**config.mk**
```make
export PLATFORM = sky130hd
export DESIGN_NAME = trigger_crossbar_top
export DESIGN_NICKNAME = d
export VERILOG_FILES = /design/src/source/crossbar_pkg.sv /design/src/source/trigger_input_stage.sv /design/src/source/select_register_bank.sv /design/src/source/crossbar_matrix.sv /design/src/source/activity_stretcher.sv /design/src/source/relay_pulse_driver.sv /design/src/source/trigger_crossbar_top.sv
export VERILOG_INCLUDE_DIRS = /design/src /design/src/source
export SDC_FILE = /design/constraint.sdc
export NUM_CORES = 1
export LEC_CHECK = 0
export ABC_AREA = 1
export BUFFER_PORTS_ARGS = -buffer_cell sky130_fd_sc_hd__buf_2
export CAP_MARGIN = 20
export CORE_AREA = 2 2 281 283
export DETAILED_ROUTE_END_ITERATION = 10
export DIE_AREA = 0 0 283 285
export HOLD_SLACK_MARGIN = 0.15
export PLACE_DENSITY_LB_ADDON = 0.2
export RECOVER_POWER = 50
export SKIP_LAST_GASP = 1
export SLEW_MARGIN = 0
export SYNTH_ARGS = -nofsm -noshare
export SYNTH_HDL_FRONTEND = slang
export SYNTH_SLANG_ARGS = --single-unit
```
**constraint.sdc**
```tcl
create_clock -name clk_250mhz -period 2.8 [get_ports clk_250mhz]
set_clock_uncertainty 0.05 [all_clocks]
set_input_delay 0.14 -clock clk_250mhz [delete_from_list [all_inputs] [get_ports clk_250mhz]]
set_output_delay 0.14 -clock clk_250mhz [all_outputs]
set_load 0.05 [all_outputs]
```
**src/source/crossbar_config.svh**
```systemverilog
`ifndef CROSSBAR_CONFIG_SVH
`define CROSSBAR_CONFIG_SVH

// Trigger channel counts
// Same count on the input and output side of the matrix
`define TRIG_CHANNELS		12

// Source index wide enough for 12 inputs plus spare codes
`define TRIG_SEL_BITS		4

// Inputs with P/N swapped in PCB layout
// Bits 0, 2, 5 and 6
`define TRIG_POLARITY_MASK	12'h065

// Latching relays on the H-bridge drivers
`define RELAY_COUNT			4

// LED hold of about 100 ms at 250 MHz
`define LED_HOLD_DEFAULT	25000000

// Relay coil pulse of about 10 ms at 250 MHz
`define RELAY_PULSE_DEFAULT	2500000

`endif

```
**src/source/crossbar_pkg.sv**
```systemverilog
`default_nettype none

`include "crossbar_config.svh"

package crossbar_pkg;

	// Routing select for one output
	// Disabled entry holds the output low
	typedef struct packed {
		logic						en;
		logic[`TRIG_SEL_BITS-1:0]	src;
	} muxsel_t;

	// Select table write
	// Output index is source sized
	// Codes 12..15 are dropped
	typedef struct packed {
		logic						wr_en;
		logic[`TRIG_SEL_BITS-1:0]	out_idx;
		muxsel_t					sel;
	} sel_write_t;

	// Relay toggle request
	// dir=1 energizes the A side, dir=0 the B side
	typedef struct packed {
		logic								req;
		logic								dir;
		logic[$clog2(`RELAY_COUNT)-1:0]		channel;
	} relay_cmd_t;

endpackage

`default_nettype wire

```
**src/source/trigger_input_stage.sv**
```systemverilog
`default_nettype none

`include "crossbar_config.svh"

module trigger_input_stage(
	input wire							clk_250mhz,
	input wire							rst,

	// Post-buffer levels, not yet in the fabric clock domain
	input wire[`TRIG_CHANNELS-1:0]		trig_in,

	// Sampled and polarity corrected
	output logic[`TRIG_CHANNELS-1:0]	trig_fixed
);

	// Board swap correction
	// Only place the mask is applied
	logic[`TRIG_CHANNELS-1:0]	trig_unswapped;

	always_comb begin
		trig_unswapped = trig_in ^ `TRIG_POLARITY_MASK;
	end

	// Single capture stage into clk_250mhz
	// Inversion sits ahead of the flop so latency stays at one cycle
	always_ff @(posedge clk_250mhz) begin
		if(rst) begin
			trig_fixed	<= '0;
		end
		else begin
			trig_fixed	<= trig_unswapped;
		end
	end

endmodule

`default_nettype wire

```
**src/source/select_register_bank.sv**
```systemverilog
`default_nettype none

`include "crossbar_config.svh"

module select_register_bank(
	input wire											clk_250mhz,
	input wire											rst,

	// Write strobe from the register interface
	input wire crossbar_pkg::sel_write_t				sel_wr,

	// Routing table, one entry per output
	output crossbar_pkg::muxsel_t[`TRIG_CHANNELS-1:0]	muxsel
);

	// Per-output write enables
	logic[`TRIG_CHANNELS-1:0]	wr_hit;

	// Decode output index
	// Out of range indices hit nothing
	always_comb begin
		for(int i=0; i<`TRIG_CHANNELS; i++) begin
			wr_hit[i]	= sel_wr.wr_en && (sel_wr.out_idx == i);
		end
	end

	// Table storage
	always_ff @(posedge clk_250mhz) begin
		if(rst) begin
			// Everything disabled, outputs held low
			for(int i=0; i<`TRIG_CHANNELS; i++) begin
				muxsel[i].en	<= 1'b0;
				muxsel[i].src	<= '0;
			end
		end
		else begin
			for(int i=0; i<`TRIG_CHANNELS; i++) begin
				if(wr_hit[i])
					muxsel[i]	<= sel_wr.sel;
			end
		end
	end

endmodule

`default_nettype wire

```
**src/source/crossbar_matrix.sv**
```systemverilog
`default_nettype none

`include "crossbar_config.svh"

module crossbar_matrix(
	input wire											clk_250mhz,
	input wire											rst,

	// Corrected trigger inputs
	input wire[`TRIG_CHANNELS-1:0]						trig_fixed,

	// Source select per output
	input wire crossbar_pkg::muxsel_t[`TRIG_CHANNELS-1:0]	muxsel,

	// Registered trigger outputs
	output logic[`TRIG_CHANNELS-1:0]					trig_out
);

	// Next output state from the selectors
	logic[`TRIG_CHANNELS-1:0]	route_next;

	// Twelve 12:1 muxes
	// Disabled outputs and spare source codes drive 0
	always_comb begin
		for(int i=0; i<`TRIG_CHANNELS; i++) begin
			route_next[i]	= 1'b0;

			if(muxsel[i].en && (muxsel[i].src < `TRIG_CHANNELS))
				route_next[i]	= trig_fixed[muxsel[i].src];
		end
	end

	// Output register
	// Keeps mux depth off the output pins
	always_ff @(posedge clk_250mhz) begin
		if(rst) begin
			trig_out	<= '0;
		end
		else begin
			trig_out	<= route_next;
		end
	end

endmodule

`default_nettype wire

```
**src/source/activity_stretcher.sv**
```systemverilog
`default_nettype none

module activity_stretcher #(
	parameter int width				= 12,
	parameter int led_hold_cycles	= 8
)(
	input wire				clk_250mhz,
	input wire				rst,

	// Trigger levels to monitor
	input wire[width-1:0]	activity,

	// Stretched indicators
	output logic[width-1:0]	led
);

	// Counter sized to hold the full reload value
	localparam int cnt_bits = $clog2(led_hold_cycles + 1);

	logic[cnt_bits-1:0]	hold_cnt[width];

	// One hold counter per bit
	always_ff @(posedge clk_250mhz) begin
		if(rst) begin
			for(int i=0; i<width; i++)
				hold_cnt[i]	<= '0;
		end
		else begin
			for(int i=0; i<width; i++) begin
				// Reload while active
				if(activity[i])
					hold_cnt[i]	<= cnt_bits'(led_hold_cycles);

				// Count down once idle
				else if(hold_cnt[i] != 0)
					hold_cnt[i]	<= hold_cnt[i] - 1'b1;
			end
		end
	end

	// Lit whenever the counter has time left
	always_comb begin
		for(int i=0; i<width; i++)
			led[i]	= (hold_cnt[i] != 0);
	end

endmodule

`default_nettype wire

```
**src/source/relay_pulse_driver.sv**
```systemverilog
`default_nettype none

`include "crossbar_config.svh"

module relay_pulse_driver #(
	parameter int relay_pulse_cycles	= 6
)(
	input wire								clk_250mhz,
	input wire								rst,

	// Toggle request
	input wire crossbar_pkg::relay_cmd_t	relay_cmd,

	// H-bridge drives, one side per relay
	output logic[`RELAY_COUNT-1:0]			relay_a,
	output logic[`RELAY_COUNT-1:0]			relay_b,

	// One cycle strobe after the coil drops
	output logic							relay_done
);

	localparam int cnt_bits = $clog2(relay_pulse_cycles + 1);

	typedef enum logic[1:0] {
		state_idle,
		state_pulse,
		state_done
	} state_t;

	state_t							state;
	logic[cnt_bits-1:0]				pulse_cnt;

	// Latched request fields
	logic							lat_dir;
	logic[$clog2(`RELAY_COUNT)-1:0]	lat_channel;

	//////////////////////////////
	// Control FSM

	always_ff @(posedge clk_250mhz) begin
		if(rst) begin
			state		<= state_idle;
			pulse_cnt	<= '0;
		end
		else begin
			case(state)

				// New requests only taken here
				state_idle: begin
					if(relay_cmd.req) begin
						state		<= state_pulse;
						pulse_cnt	<= cnt_bits'(relay_pulse_cycles - 1);
					end
				end

				// Coil energized, last cycle at count 0
				state_pulse: begin
					if(pulse_cnt == 0)
						state		<= state_done;
					else
						pulse_cnt	<= pulse_cnt - 1'b1;
				end

				state_done:	state	<= state_idle;

				default:	state	<= state_idle;

			endcase
		end
	end

	// Capture channel and direction on accept
	always_ff @(posedge clk_250mhz) begin
		if((state == state_idle) && relay_cmd.req) begin
			lat_dir		<= relay_cmd.dir;
			lat_channel	<= relay_cmd.channel;
		end
	end

	//////////////////////////////
	// Coil outputs

	logic[`RELAY_COUNT-1:0]	coil_sel;

	always_comb begin
		coil_sel	= '0;
		if(state == state_pulse)
			coil_sel[lat_channel]	= 1'b1;

		// Direction picks the bridge side
		relay_a		= lat_dir ? coil_sel : '0;
		relay_b		= lat_dir ? '0 : coil_sel;
		relay_done	= (state == state_done);
	end

endmodule

`default_nettype wire

```
**src/source/trigger_crossbar_top.sv**
```systemverilog
`default_nettype none

`include "crossbar_config.svh"

module trigger_crossbar_top #(
	parameter int led_hold_cycles		= `LED_HOLD_DEFAULT,
	parameter int relay_pulse_cycles	= `RELAY_PULSE_DEFAULT
)(
	input wire								clk_250mhz,
	input wire								rst,

	// Trigger inputs after the LVDS buffers
	input wire[`TRIG_CHANNELS-1:0]			trig_in,

	// Routing table writes and relay requests
	input wire crossbar_pkg::sel_write_t	sel_wr,
	input wire crossbar_pkg::relay_cmd_t	relay_cmd,

	// Trigger outputs
	output logic[`TRIG_CHANNELS-1:0]		trig_out,

	// Front panel activity LEDs
	output logic[`TRIG_CHANNELS-1:0]		trig_in_led,
	output logic[`TRIG_CHANNELS-1:0]		trig_out_led,

	// Relay H-bridges
	output logic[`RELAY_COUNT-1:0]			relay_a,
	output logic[`RELAY_COUNT-1:0]			relay_b,
	output logic							relay_done
);

	//////////////////////////////
	// Input capture and routing table

	logic[`TRIG_CHANNELS-1:0]						trig_fixed;
	crossbar_pkg::muxsel_t[`TRIG_CHANNELS-1:0]		muxsel;

	trigger_input_stage input_stage(
		.clk_250mhz(clk_250mhz),
		.rst(rst),
		.trig_in(trig_in),
		.trig_fixed(trig_fixed)
	);

	select_register_bank sel_bank(
		.clk_250mhz(clk_250mhz),
		.rst(rst),
		.sel_wr(sel_wr),
		.muxsel(muxsel)
	);

	//////////////////////////////
	// Crossbar

	crossbar_matrix matrix(
		.clk_250mhz(clk_250mhz),
		.rst(rst),
		.trig_fixed(trig_fixed),
		.muxsel(muxsel),
		.trig_out(trig_out)
	);

	//////////////////////////////
	// Activity LEDs

	// Input side watches corrected levels
	activity_stretcher #(
		.width(`TRIG_CHANNELS),
		.led_hold_cycles(led_hold_cycles)
	) in_leds (
		.clk_250mhz(clk_250mhz),
		.rst(rst),
		.activity(trig_fixed),
		.led(trig_in_led)
	);

	activity_stretcher #(
		.width(`TRIG_CHANNELS),
		.led_hold_cycles(led_hold_cycles)
	) out_leds (
		.clk_250mhz(clk_250mhz),
		.rst(rst),
		.activity(trig_out),
		.led(trig_out_led)
	);

	//////////////////////////////
	// Relays

	relay_pulse_driver #(
		.relay_pulse_cycles(relay_pulse_cycles)
	) relays (
		.clk_250mhz(clk_250mhz),
		.rst(rst),
		.relay_cmd(relay_cmd),
		.relay_a(relay_a),
		.relay_b(relay_b),
		.relay_done(relay_done)
	);

endmodule

`default_nettype wire

```
==> results.tsv, run 1 <==
stage	metric	value	unit
status	status	finished clean	
finish	Nets	5493	
setup_path	CP Launch Type	flip-flop	
cts	CTS tree	yes	
logic_synthesis	post-synth net total	5353	
die	core area	78000	um2
finish	share of the core filled with cells	0.598	
timing	Hold Vio Cnt, Final	0	
cts	Skew-Pair Late Insertion Delay	630	ps
detailed_routing	DR iter-0 viols	2308	
die	die width	283	um
power_and_ir_drop	maximum vdd drop	0.534	mV
setup_path	Data required, critical path	3120	ps
power_and_ir_drop	PD cells	687	nW/um2
cts	CTS Buf Count	81	
detailed_routing	final wirelength	91.8	mm
die	num ports	73	
finish	Reg area	20300	um2
placed_design	Placement Cell Area	43800	um2
setup_path	critical path class	reg2reg	
grt	first-pass GRT wire length	155	mm
grt	largest net degree at the start of global routing	43	
timing	WHS	207	ps
power_and_ir_drop	leakage power total	19.0	nW
logic_synthesis	synth unique cells	54	
timing	RSZ-0062 raised after global routing	false	
grt	initial antenna violation count	5	
grt	grt total ovfl	0	
setup_path	Worst EP arrival	2900	ps
finish	Finished Cell Area	46600	um2
power_and_ir_drop	Tot Pwr	0.0320	W
logic_synthesis	Post-Synthesis Cells	5278	
finish	most frequent cells in the layout	1086 x nor2_1, 969 x nand2_1, 603 x edfxtp_1	
setup_path	CP cell instances	nor2_1, nand2_1, nor2_1, nand3_1, nand3_1, inv_1, o21ai_0, a21oi_1	
grt	number of global-route vias before repair	32800	
die	die area	80700	um2
detailed_routing	# DRC	0	
die	starting density of the core	0.543	
setup_path	crit-path max cell delay	570	ps
finish	area growth from synthesis to layout	10.1	%
die	Cell Rows	103	
timing	Final period util	0.923	
placed_design	post-DP HPWL	63.9	mm
detailed_routing	Vias	34500	
logic_synthesis	syn avg cell area	8.02	um2
flow_run	number of max-cap violations	0	
detailed_routing	Final ANT Viol Nets	0	
setup_path	CP max stage cell	nand3_1	
cts	CTS resizes	0	
timing	TNS Setup	0	ps
placed_design	Buffers on Ports	72	
timing	minimum clock period after layout	2580	ps
worst_hold_path	HP Class	in2reg	
cts	clock slew at reported path FFs	60	ps
logic_synthesis	Yosys warnings	0	
cts	Max Root-Sink Buffers	3	
finish	layout cells sized above 1	0.0737	
detailed_routing	Vias/cell	5.27	
logic_synthesis	post-synthesis cell area	42400	um2
setup_path	crit end category	flip-flop	
timing	pin slew with the least headroom to its limit	991	ps
cts	# clock sinks	711	
timing	setup violators final	0	
timing	Slew Viols, Final	0	
timing	Peak Freq	387	MHz
detailed_routing	1st-pass router iterations	5	
cts	cell chosen for the clock root	clkbuf_16	
logic_synthesis	post-synthesis sequential area ratio	0.479	
placed_design	routability cong.	0.894	
timing	worst rel slew slack	0.339	
grt	all-layer global routing usage	0.225	
die	die height	285	um
finish	multi-input logic area	19000	um2
cts	htree depth	3	
setup_path	critical-path maximum fanout	18	
detailed_routing	Wirelength per Cell	14.0	um
finish	fill count	6996	
logic_synthesis	Synth Register Bits	711	
finish	commonest non-fill, non-tap cell in the layout	nor2_1	
==> final timing paths <==
| check | slack (ps) | cells after the start | endpoint | from |
|---|---|---|---|---|
| worst min-delay path | 210 | 4 | input_stage.trig_fixed[11]$_SDFF_PP0_ | trig_in[11] |
| worst max-delay path | 220 | 8 | in_leds.hold_cnt[0][173]$_SDFFCE_PN0P_ | in_leds.hold_cnt[0][159]$_SDFFCE_PN0P_ |
| worst min register to register | 400 | 2 | matrix.trig_out[11]$_SDFF_PP0_ | sel_bank.muxsel[59]$_SDFFE_PP0P_ |
| worst max register to register | 220 | 8 | in_leds.hold_cnt[0][173]$_SDFFCE_PN0P_ | in_leds.hold_cnt[0][159]$_SDFFCE_PN0P_ |
==> sequential cells by signal, summed over array words and instances (netlist names) <==
register / cells
in_leds.hold_cnt: 300
input_stage.trig_fixed: 12
matrix.trig_out: 12
out_leds.hold_cnt: 300
relays.lat_channel: 2
relays.lat_dir: 1
relays.pulse_cnt: 22
relays.state: 2
sel_bank.muxsel: 60
==> power by group <==
group          total (W)  switching, W  leakage (nW)  internal (W)
registers         0.0139       0.00101          7.84        0.0129
logic            0.00735       0.00482          9.87       0.00253
clock network     0.0108       0.00443          1.30       0.00633
==> layout make-up <==
type	count	area share
tap	1050	0.0282
antenna	5	0.000268
inverter	596	0.0482
clock inverter	48	0.0105
sequential	711	0.435
multi-input combinational	3860	0.407
clock buffer	100	0.0470
timing repair buffer	168	0.0244
==> stage by stage <==
step | instances | setup slack [ps]
6_report | 6538 | 217
5_1_grt | 6537 | 4.22
4_1_cts | 6533 | 167
3_5_place_dp | 6342 | 458
3_3_place_gp | 6342 | 521
2_1_floorplan | 5278 | 89.8
==> cells in the mapped netlist, drive strengths merged <==
master	n	area, um2
nor2	1153	4650
nand2	983	3790
edfxtp	603	18100
inv	595	2250
a21oi	497	2550
nand3	314	1690
o21ai	258	1330
xor2	220	1930
dfxtp	108	2160
nand4	101	647
buf	68	483
nor3	62	363
xnor2	62	543
or2	59	372
ha	47	588
clkbuf	43	161
a31oi	31	200
nand3b	22	165
o211ai	12	90.1
and2	9	56.3
nor3b	8	65.1
nor4	7	50.1
o31ai	5	37.5
o21a	4	30.0
or3	3	18.8
a21boi	1	7.51
a31o	1	8.76
clkinv	1	3.75
o21bai	1	7.51
==> routing by layer <==
layer / up-vias / part of all wire / GRT usage
met5: - / 0.00012 / 0
met2: 577 / 0.46 / 0.377
met1: 15900 / 0.47 / 0.300
met4: 2 / 0.026 / 0.0746
met3: 171 / 0.042 / 0.0324
li1: 17800 / - / -
==> cell families (layout without fill, tap and decap cells) <==
| kind of cell | after synthesis | in the layout | synth area share |
|---|---|---|---|
| and+or+nand+nor | 2721 | 2721 | 0.280 |
| AOI/OAI and AO/OA | 810 | 810 | 0.101 |
| DFF | 711 | 711 | 0.479 |
| buffers and inverters | 707 | 912 | 0.0684 |
| xor gates and xnor gates | 282 | 282 | 0.0583 |
| adders and majority gates | 47 | 47 | 0.0139 |
| other | 0 | 5 | 0 |
==> critical path: cells and delay by family (launching register included) <==
family / cells / cell delay, ps
AND/OR/NAND/NOR: 5 / 1300
flip-flops: 1 / 440
buffers and inverters: 1 / 340
AO/OA/AOI/OAI: 2 / 200
==> timing repair <==
| action | 4_1_cts | 5_1_grt |
|---|---|---|
| setup buffers | 0 | 0 |
| endpoints found under the setup margin | 0 | 0 |
| hold buffers | 43 | 0 |
| endpoints found under the hold margin | 98 | 0 |
No activity file was read; power rests on OpenSTA's default activity.
==> run 2, diff against run 1 <==
--- a/config.mk
+++ b/config.mk
@@ -13,6 +13,7 @@
 export DETAILED_ROUTE_END_ITERATION = 10
 export DIE_AREA = 0 0 283 285
 export HOLD_SLACK_MARGIN = 0.15
+export MAX_ROUTING_LAYER = met4
 export PLACE_DENSITY_LB_ADDON = 0.2
 export RECOVER_POWER = 50
 export SKIP_LAST_GASP = 1
==> run 2 against run 1 <==
  * Register-to-register slack got worse by 50 ps
  * Via count about the same
  * Non-clock buffer count is the same
  * Routed wire length is 0.15% higher
  * Sequential cell count is the same
  * Design area about the same
  * Global-route usage grew 0.70 points
  * Critical path depth did not move
  * Core utilization about the same
  * Largest cell class unchanged
==> results.tsv, run 2 (synthesis gave the netlist of run 1 again) <==
stage	metric	value	unit	change
placed_design	post-DP HPWL	63.9	mm	unchanged
die	die area	80700	um2	unchanged
setup_path	Worst EP arrival	2960	ps	was 2900 ps
setup_path	CP cell instances	nor2_1, nand2_1, nor2_1, nand3_1, nand3_1, inv_1, o21ai_0, a21oi_1		unchanged
grt	grt total ovfl	0		unchanged
cts	CTS tree	yes		unchanged
cts	htree depth	3		unchanged
finish	Nets	5493		unchanged
grt	number of global-route vias before repair	32700		was 32800
timing	worst rel slew slack	0.341		was 0.339
die	die width	283	um	unchanged
die	num ports	73		unchanged
detailed_routing	# DRC	0		unchanged
setup_path	crit-path max cell delay	610	ps	was 570 ps
timing	TNS Setup	0	ps	unchanged
cts	Max Root-Sink Buffers	3		unchanged
grt	initial antenna violation count	5		unchanged
detailed_routing	Wirelength per Cell	14.1	um	was 14.0 um
cts	Skew-Pair Late Insertion Delay	630	ps	about the same
setup_path	CP Launch Type	flip-flop		unchanged
finish	area growth from synthesis to layout	10.1	%	about the same
finish	commonest non-fill, non-tap cell in the layout	nor2_1		unchanged
detailed_routing	Vias/cell	5.27		about the same
timing	Hold Vio Cnt, Final	0		unchanged
detailed_routing	Vias	34500		about the same
timing	Slew Viols, Final	0		unchanged
finish	layout cells sized above 1	0.0739		was 0.0737
die	core area	78000	um2	unchanged
die	starting density of the core	0.543		unchanged
die	Cell Rows	103		unchanged
cts	cell chosen for the clock root	clkbuf_16		unchanged
timing	WHS	207	ps	about the same
setup_path	CP max stage cell	nand3_1		unchanged
status	status	finished clean		unchanged
finish	Top Registers	in_leds.hold_cnt (300), out_leds.hold_cnt (300), sel_bank.muxsel (60)		unchanged
grt	first-pass GRT wire length	155	mm	unchanged
power_and_ir_drop	maximum vdd drop	0.536	mV	was 0.534 mV
setup_path	critical path class	reg2reg		unchanged
timing	minimum clock period after layout	2640	ps	was 2580 ps
grt	largest net degree at the start of global routing	43		unchanged
die	die height	285	um	unchanged
cts	post-CTS setup buffer count	0		unchanged
setup_path	Data required, critical path	3120	ps	about the same
cts	# clock sinks	711		unchanged
timing	pin slew with the least headroom to its limit	989	ps	was 991 ps
cts	CTS Buf Count	81		unchanged
timing	Final period util	0.942		was 0.923
power_and_ir_drop	leakage power total	19.0	nW	about the same
flow_run	number of max-cap violations	0		unchanged
cts	clock slew at reported path FFs	60	ps	about the same
worst_hold_path	HP Class	in2reg		unchanged
setup_path	crit end category	flip-flop		unchanged
finish	most frequent cells in the layout	1086 x nor2_1, 969 x nand2_1, 603 x edfxtp_1		unchanged
placed_design	Buffers on Ports	72		unchanged
timing	Peak Freq	379	MHz	was 387 MHz
detailed_routing	Final ANT Viol Nets	0		unchanged
grt	all-layer global routing usage	0.232		was 0.225
placed_design	routability cong.	0.909		was 0.894
power_and_ir_drop	PD cells	687	nW/um2	about the same
setup_path	critical-path maximum fanout	18		unchanged
detailed_routing	final wirelength	92.0	mm	was 91.8 mm
detailed_routing	DR iter-0 viols	2291		was 2308
timing	setup violators final	0		unchanged
detailed_routing	1st-pass router iterations	6		was 5
timing	RSZ-0062 raised after global routing	false		unchanged
run 2: worst max-delay path: cells and delay by family, from the launching register on:
family                 cells  cell delay (ps)
buffers and inverters      1              350
AO/OA/AOI/OAI              2              200
flip-flops                 1              440
AND/OR/NAND/NOR            5             1340
run 2: area by class of cell:
class	count	area (um2)
Tap cell	1050	1310
Timing Repair Buffer	168	1140
Multi-Input combinational cell	3860	19000
Antenna cell	5	12.5
Clock buffer	100	2190
Sequential cell	711	20300
Fill cell	6995	31400
Clock inverter	48	488
Inverter	596	2250
run 2: report_power, final:
| part | total, W | switching (W) | internal, W |
|---|---|---|---|
| clock network | 0.0108 | 0.00443 | 0.00633 |
| registers | 0.0139 | 0.00101 | 0.0129 |
| logic | 0.00736 | 0.00483 | 0.00253 |
run 2: worst paths after layout:
kind / start / endpoint / slack (ps) / cells after the start
min: trig_in[11] / input_stage.trig_fixed[11]$_SDFF_PP0_ / 210 / 4
min reg2reg: sel_bank.muxsel[19]$_SDFFE_PP0P_ / sel_bank.muxsel[19]$_SDFFE_PP0P_ / 400 / 2
max reg2reg: in_leds.hold_cnt[0][159]$_SDFFCE_PN0P_ / in_leds.hold_cnt[0][173]$_SDFFCE_PN0P_ / 160 / 8
max: in_leds.hold_cnt[0][159]$_SDFFCE_PN0P_ / in_leds.hold_cnt[0][173]$_SDFFCE_PN0P_ / 160 / 8
run 2: timing repair:
item / in CTS / in global routing
gates resized for setup: 0 / 0
hold endpoints to repair: 98 / 0
hold buffers: 43 / 0
run 2: metal layers:
metal  wire (um)  vias to the layer above  share of wire  GRT usage
met5           0                        -              0          -
met3        3920                      170          0.043     0.0317
met2       42300                      613           0.46      0.377
li1            -                    17800              -          -
met4        2250                        0          0.024     0.0737
met1       43400                    15900           0.47      0.300
run 2: per-stage QoR:
| step | instances | cell area, um2 | power (W) | utilization | setup slack [ps] |
|---|---|---|---|---|---|
| final | 6538 | 46600 | 0.0320 | 0.598 | 162 |
| after global routing | 6538 | 46600 | 0.0340 | 0.598 | 4.22 |
| after CTS | 6533 | 46900 | 0.0324 | 0.602 | 167 |
| after detailed placement | 6342 | 43800 | 0.0214 | 0.562 | 458 |
| after global placement | 6342 | 43800 | 0.0213 | 0.562 | 521 |
| after floorplan | 5278 | 42400 | 0.0199 | - | 89.8 |
==> run 3, diff against run 2 <==
==> constraint.sdc (replaced) <==
create_clock -name clk_250mhz -period 3.2 [get_ports clk_250mhz]
set_clock_uncertainty 0.05 [all_clocks]
set_input_delay 0.16 -clock clk_250mhz [delete_from_list [all_inputs] [get_ports clk_250mhz]]
set_output_delay 0.16 -clock clk_250mhz [all_outputs]
set_load 0.05 [all_outputs]
==> run 3 against run 2 <==
  * Routed wire length is 1.0% higher
  * Sequential cell count stayed put
  * Sequential share of layout area is 0.099 points higher
  * Power is 13% lower
  * Cell count hardly changed
  * Design area is 0.23% lower
  * Global-route usage is 0.34 points higher
  * Combinational power is 13% lower
  * Critical path depth is 1 higher
  * Via count hardly changed
  * Clock power is 15% lower
  * The run now ends with capacitance limit, slew limit left
==> results.tsv, run 3 (synthesis gave the netlist of run 1 again) <==
stage	metric	value	unit	change
status	status	complete, but fails checks		was finished clean
status	failing checks	capacitance limit, slew limit		
power_and_ir_drop	Tot Pwr	0.0278	W	was 0.0320 W
timing	Final period util	0.874		
power_and_ir_drop	P_int	0.0189	W	was 0.0218 W
setup_path	crit-path max cell delay	780	ps	was 610 ps
die	die area	80700	um2	unchanged
detailed_routing	# DRC	0		unchanged
finish	Nets	5489		was 5493
flow_run	number of max-cap violations	1		was 0
grt	largest net degree at the start of global routing	38		was 43
placed_design	routability cong.	0.905		was 0.909
power_and_ir_drop	PD cells	598	nW/um2	was 687 nW/um2
cts	Max Root-Sink Buffers	3		unchanged
timing	Peak Freq	358	MHz	
grt	all-layer global routing usage	0.235		was 0.232
grt	grt total ovfl	0		unchanged
timing	pin slew with the least headroom to its limit	1580	ps	was 989 ps
finish	layout cells sized above 1	0.0708		was 0.0739
timing	RSZ-0062 raised after global routing	false		unchanged
placed_design	post-DP HPWL	64.6	mm	was 63.9 mm
die	starting density of the core	0.543		unchanged
die	num ports	73		unchanged
setup_path	Data required, critical path	3530	ps	was 3120 ps
finish	share of the core filled with cells	0.597		was 0.598
power_and_ir_drop	combinational share of power	0.231		was 0.230
placed_design	Buffers on Ports	72		unchanged
timing	worst rel slew slack	-0.0556		was 0.341
detailed_routing	DR iter-0 viols	2655		was 2291
setup_path	CP Launch Type	input pin		was flip-flop
timing	minimum clock period after layout	2800	ps	
detailed_routing	Wirelength per Cell	14.2	um	was 14.1 um
power_and_ir_drop	Seq pwr share	0.437		was 0.434
die	die width	283	um	unchanged
power_and_ir_drop	sw frac	0.320		about the same
detailed_routing	Vias	34500		about the same
cts	post-CTS setup buffer count	0		unchanged
detailed_routing	1st-pass router iterations	6		unchanged
setup_path	CP cell instances	dlygate4sd3_1, buf_4, clkbuf_1, clkbuf_1, nor2_1, nand2_2, inv_2, o21ai_0, a21oi_1		was nor2_1, nand2_1, nor2_1, nand3_1, nand3_1, inv_1, o21ai_0, a21oi_1
finish	Finished Cell Area	46500	um2	was 46600 um2
setup_path	CP most frequent cell	clkbuf_1		
placed_design	DP Worst Slack	815	ps	was 458 ps
timing	Slew Viols, Final	34		was 0
die	core area	78000	um2	unchanged
power_and_ir_drop	Clk pwr share	0.332		was 0.336
power_and_ir_drop	Switch Pwr	0.00891	W	was 0.0103 W
die	Cell Rows	103		unchanged
finish	area growth from synthesis to layout	9.81	%	was 10.1%
cts	cell chosen for the clock root	clkbuf_16		unchanged
placed_design	Placement Cell Area	43700	um2	was 43800 um2
cts	htree depth	3		unchanged
die	die height	285	um	unchanged
grt	first-pass GRT wire length	157	mm	was 155 mm
power_and_ir_drop	leakage power total	19.0	nW	about the same
grt	initial antenna violation count	6		was 5
timing	setup violators final	0		unchanged
timing	TNS Setup	0	ps	unchanged
cts	clock slew at reported path FFs	60	ps	about the same
timing	final worst setup slack	404	ps	was 162 ps
cts	# clock sinks	711		unchanged
cts	CTS Buf Count	80		was 81
finish	commonest non-fill, non-tap cell in the layout	nor2_1		unchanged
setup_path	critical path class	in2reg		was reg2reg
detailed_routing	Final ANT Viol Nets	0		unchanged
detailed_routing	Vias/cell	5.28		was 5.27
cts	Skew-Pair Late Insertion Delay	630	ps	about the same
setup_path	crit end category	flip-flop		unchanged
finish	most frequent cells in the layout	1088 x nor2_1, 970 x nand2_1, 603 x edfxtp_1		was 1086 x nor2_1, 969 x nand2_1, 603 x edfxtp_1
grt	number of global-route vias before repair	33100		was 32700
setup_path	critical-path maximum fanout	14		was 18
setup_path	CP max stage cell	clkbuf_1		was nand3_1
timing	Hold Vio Cnt, Final	0		unchanged
setup_path	Worst EP arrival	3120	ps	was 2960 ps
power_and_ir_drop	maximum vdd drop	0.473	mV	was 0.536 mV
detailed_routing	final wirelength	92.9	mm	was 92.0 mm
worst_hold_path	HP Class	in2reg		unchanged
finish	Top Registers	in_leds.hold_cnt (300), out_leds.hold_cnt (300), sel_bank.muxsel (60)		unchanged
cts	CTS tree	yes		unchanged
-- run 3: changes by cell type in the layout (fill, tap and decap cells not counted), sizes merged --
cell / change
dlygate4sd3: +4
inv: -1
bufinv: -2
buf: -3
clkbuf: +8
clkinv: -11
clkinvlp: +1
diode: +1
-- run 3: per-layer routing --
layer  GRT usage  wire length, um  vias to the layer above
met5           -                0                        -
met4      0.0633             1660                        0
met3      0.0318             4180                      118
met2       0.381            43300                      607
met1       0.311            43800                    16000
li1            -                -                    17700
-- run 3: timing repair --
action | in CTS | in global routing
hold endpoints to repair | 104 | 0
gates resized for setup | 0 | 0
hold buffers | 47 | 0
-- run 3: critical path: cells and delay by family --
kind | cells | cell delay, ps
AND/OR/NAND/NOR | 2 | 450
buffers and inverters | 5 | 2320
AO/OA/AOI/OAI | 2 | 160
-- run 3: metrics by stage --
stage | hold slack, ps | std cells
floorplan | 177 | 5278
global placement | 271 | 6333
detailed placement | 269 | 6333
CTS | 155 | 6527
global route | 176 | 6534
finish | 186 | 6535
-- run 3: power groups by stage --
| stage | clock network (W) | logic, W | registers, W |
|---|---|---|---|
| 4_1_cts | 0.00943 | 0.00652 | 0.0122 |
| 6_report | 0.00923 | 0.00643 | 0.0122 |
| 3_5_place_dp | 0 | 0.00644 | 0.0123 |
| 3_3_place_gp | 0 | 0.00633 | 0.0123 |
| 2_1_floorplan | 0 | 0.00532 | 0.0121 |
| 5_1_grt | 0.00982 | 0.00746 | 0.0123 |
-- run 3: area by class of cell --
cell class              count  area (um2)
clock inverters            35         384
clock buffers             112        2250
inverters                 596        2250
multi-input cells        3860       18900
diodes                      6        15.0
fillers                  7062       31500
well taps                1050        1310
repair buffers            165        1120
flip-flops and latches    711       20300
-- run 3: path summary, 6_finish.rpt --
check	start	end	slack [ps]	cells past startpoint
setup / recovery	rst	in_leds.hold_cnt[0][48]$_SDFFCE_PN0P_	400	9
hold / removal	sel_wr[8]	sel_bank.muxsel[54]$_SDFFE_PP0P_	190	7
setup reg to reg	in_leds.hold_cnt[0][241]$_DFFE_PP_	in_leds.hold_cnt[0][226]$_SDFFCE_PN0P_	510	7
hold reg to reg	sel_bank.muxsel[59]$_SDFFE_PP0P_	matrix.trig_out[11]$_SDFF_PP0_	400	2
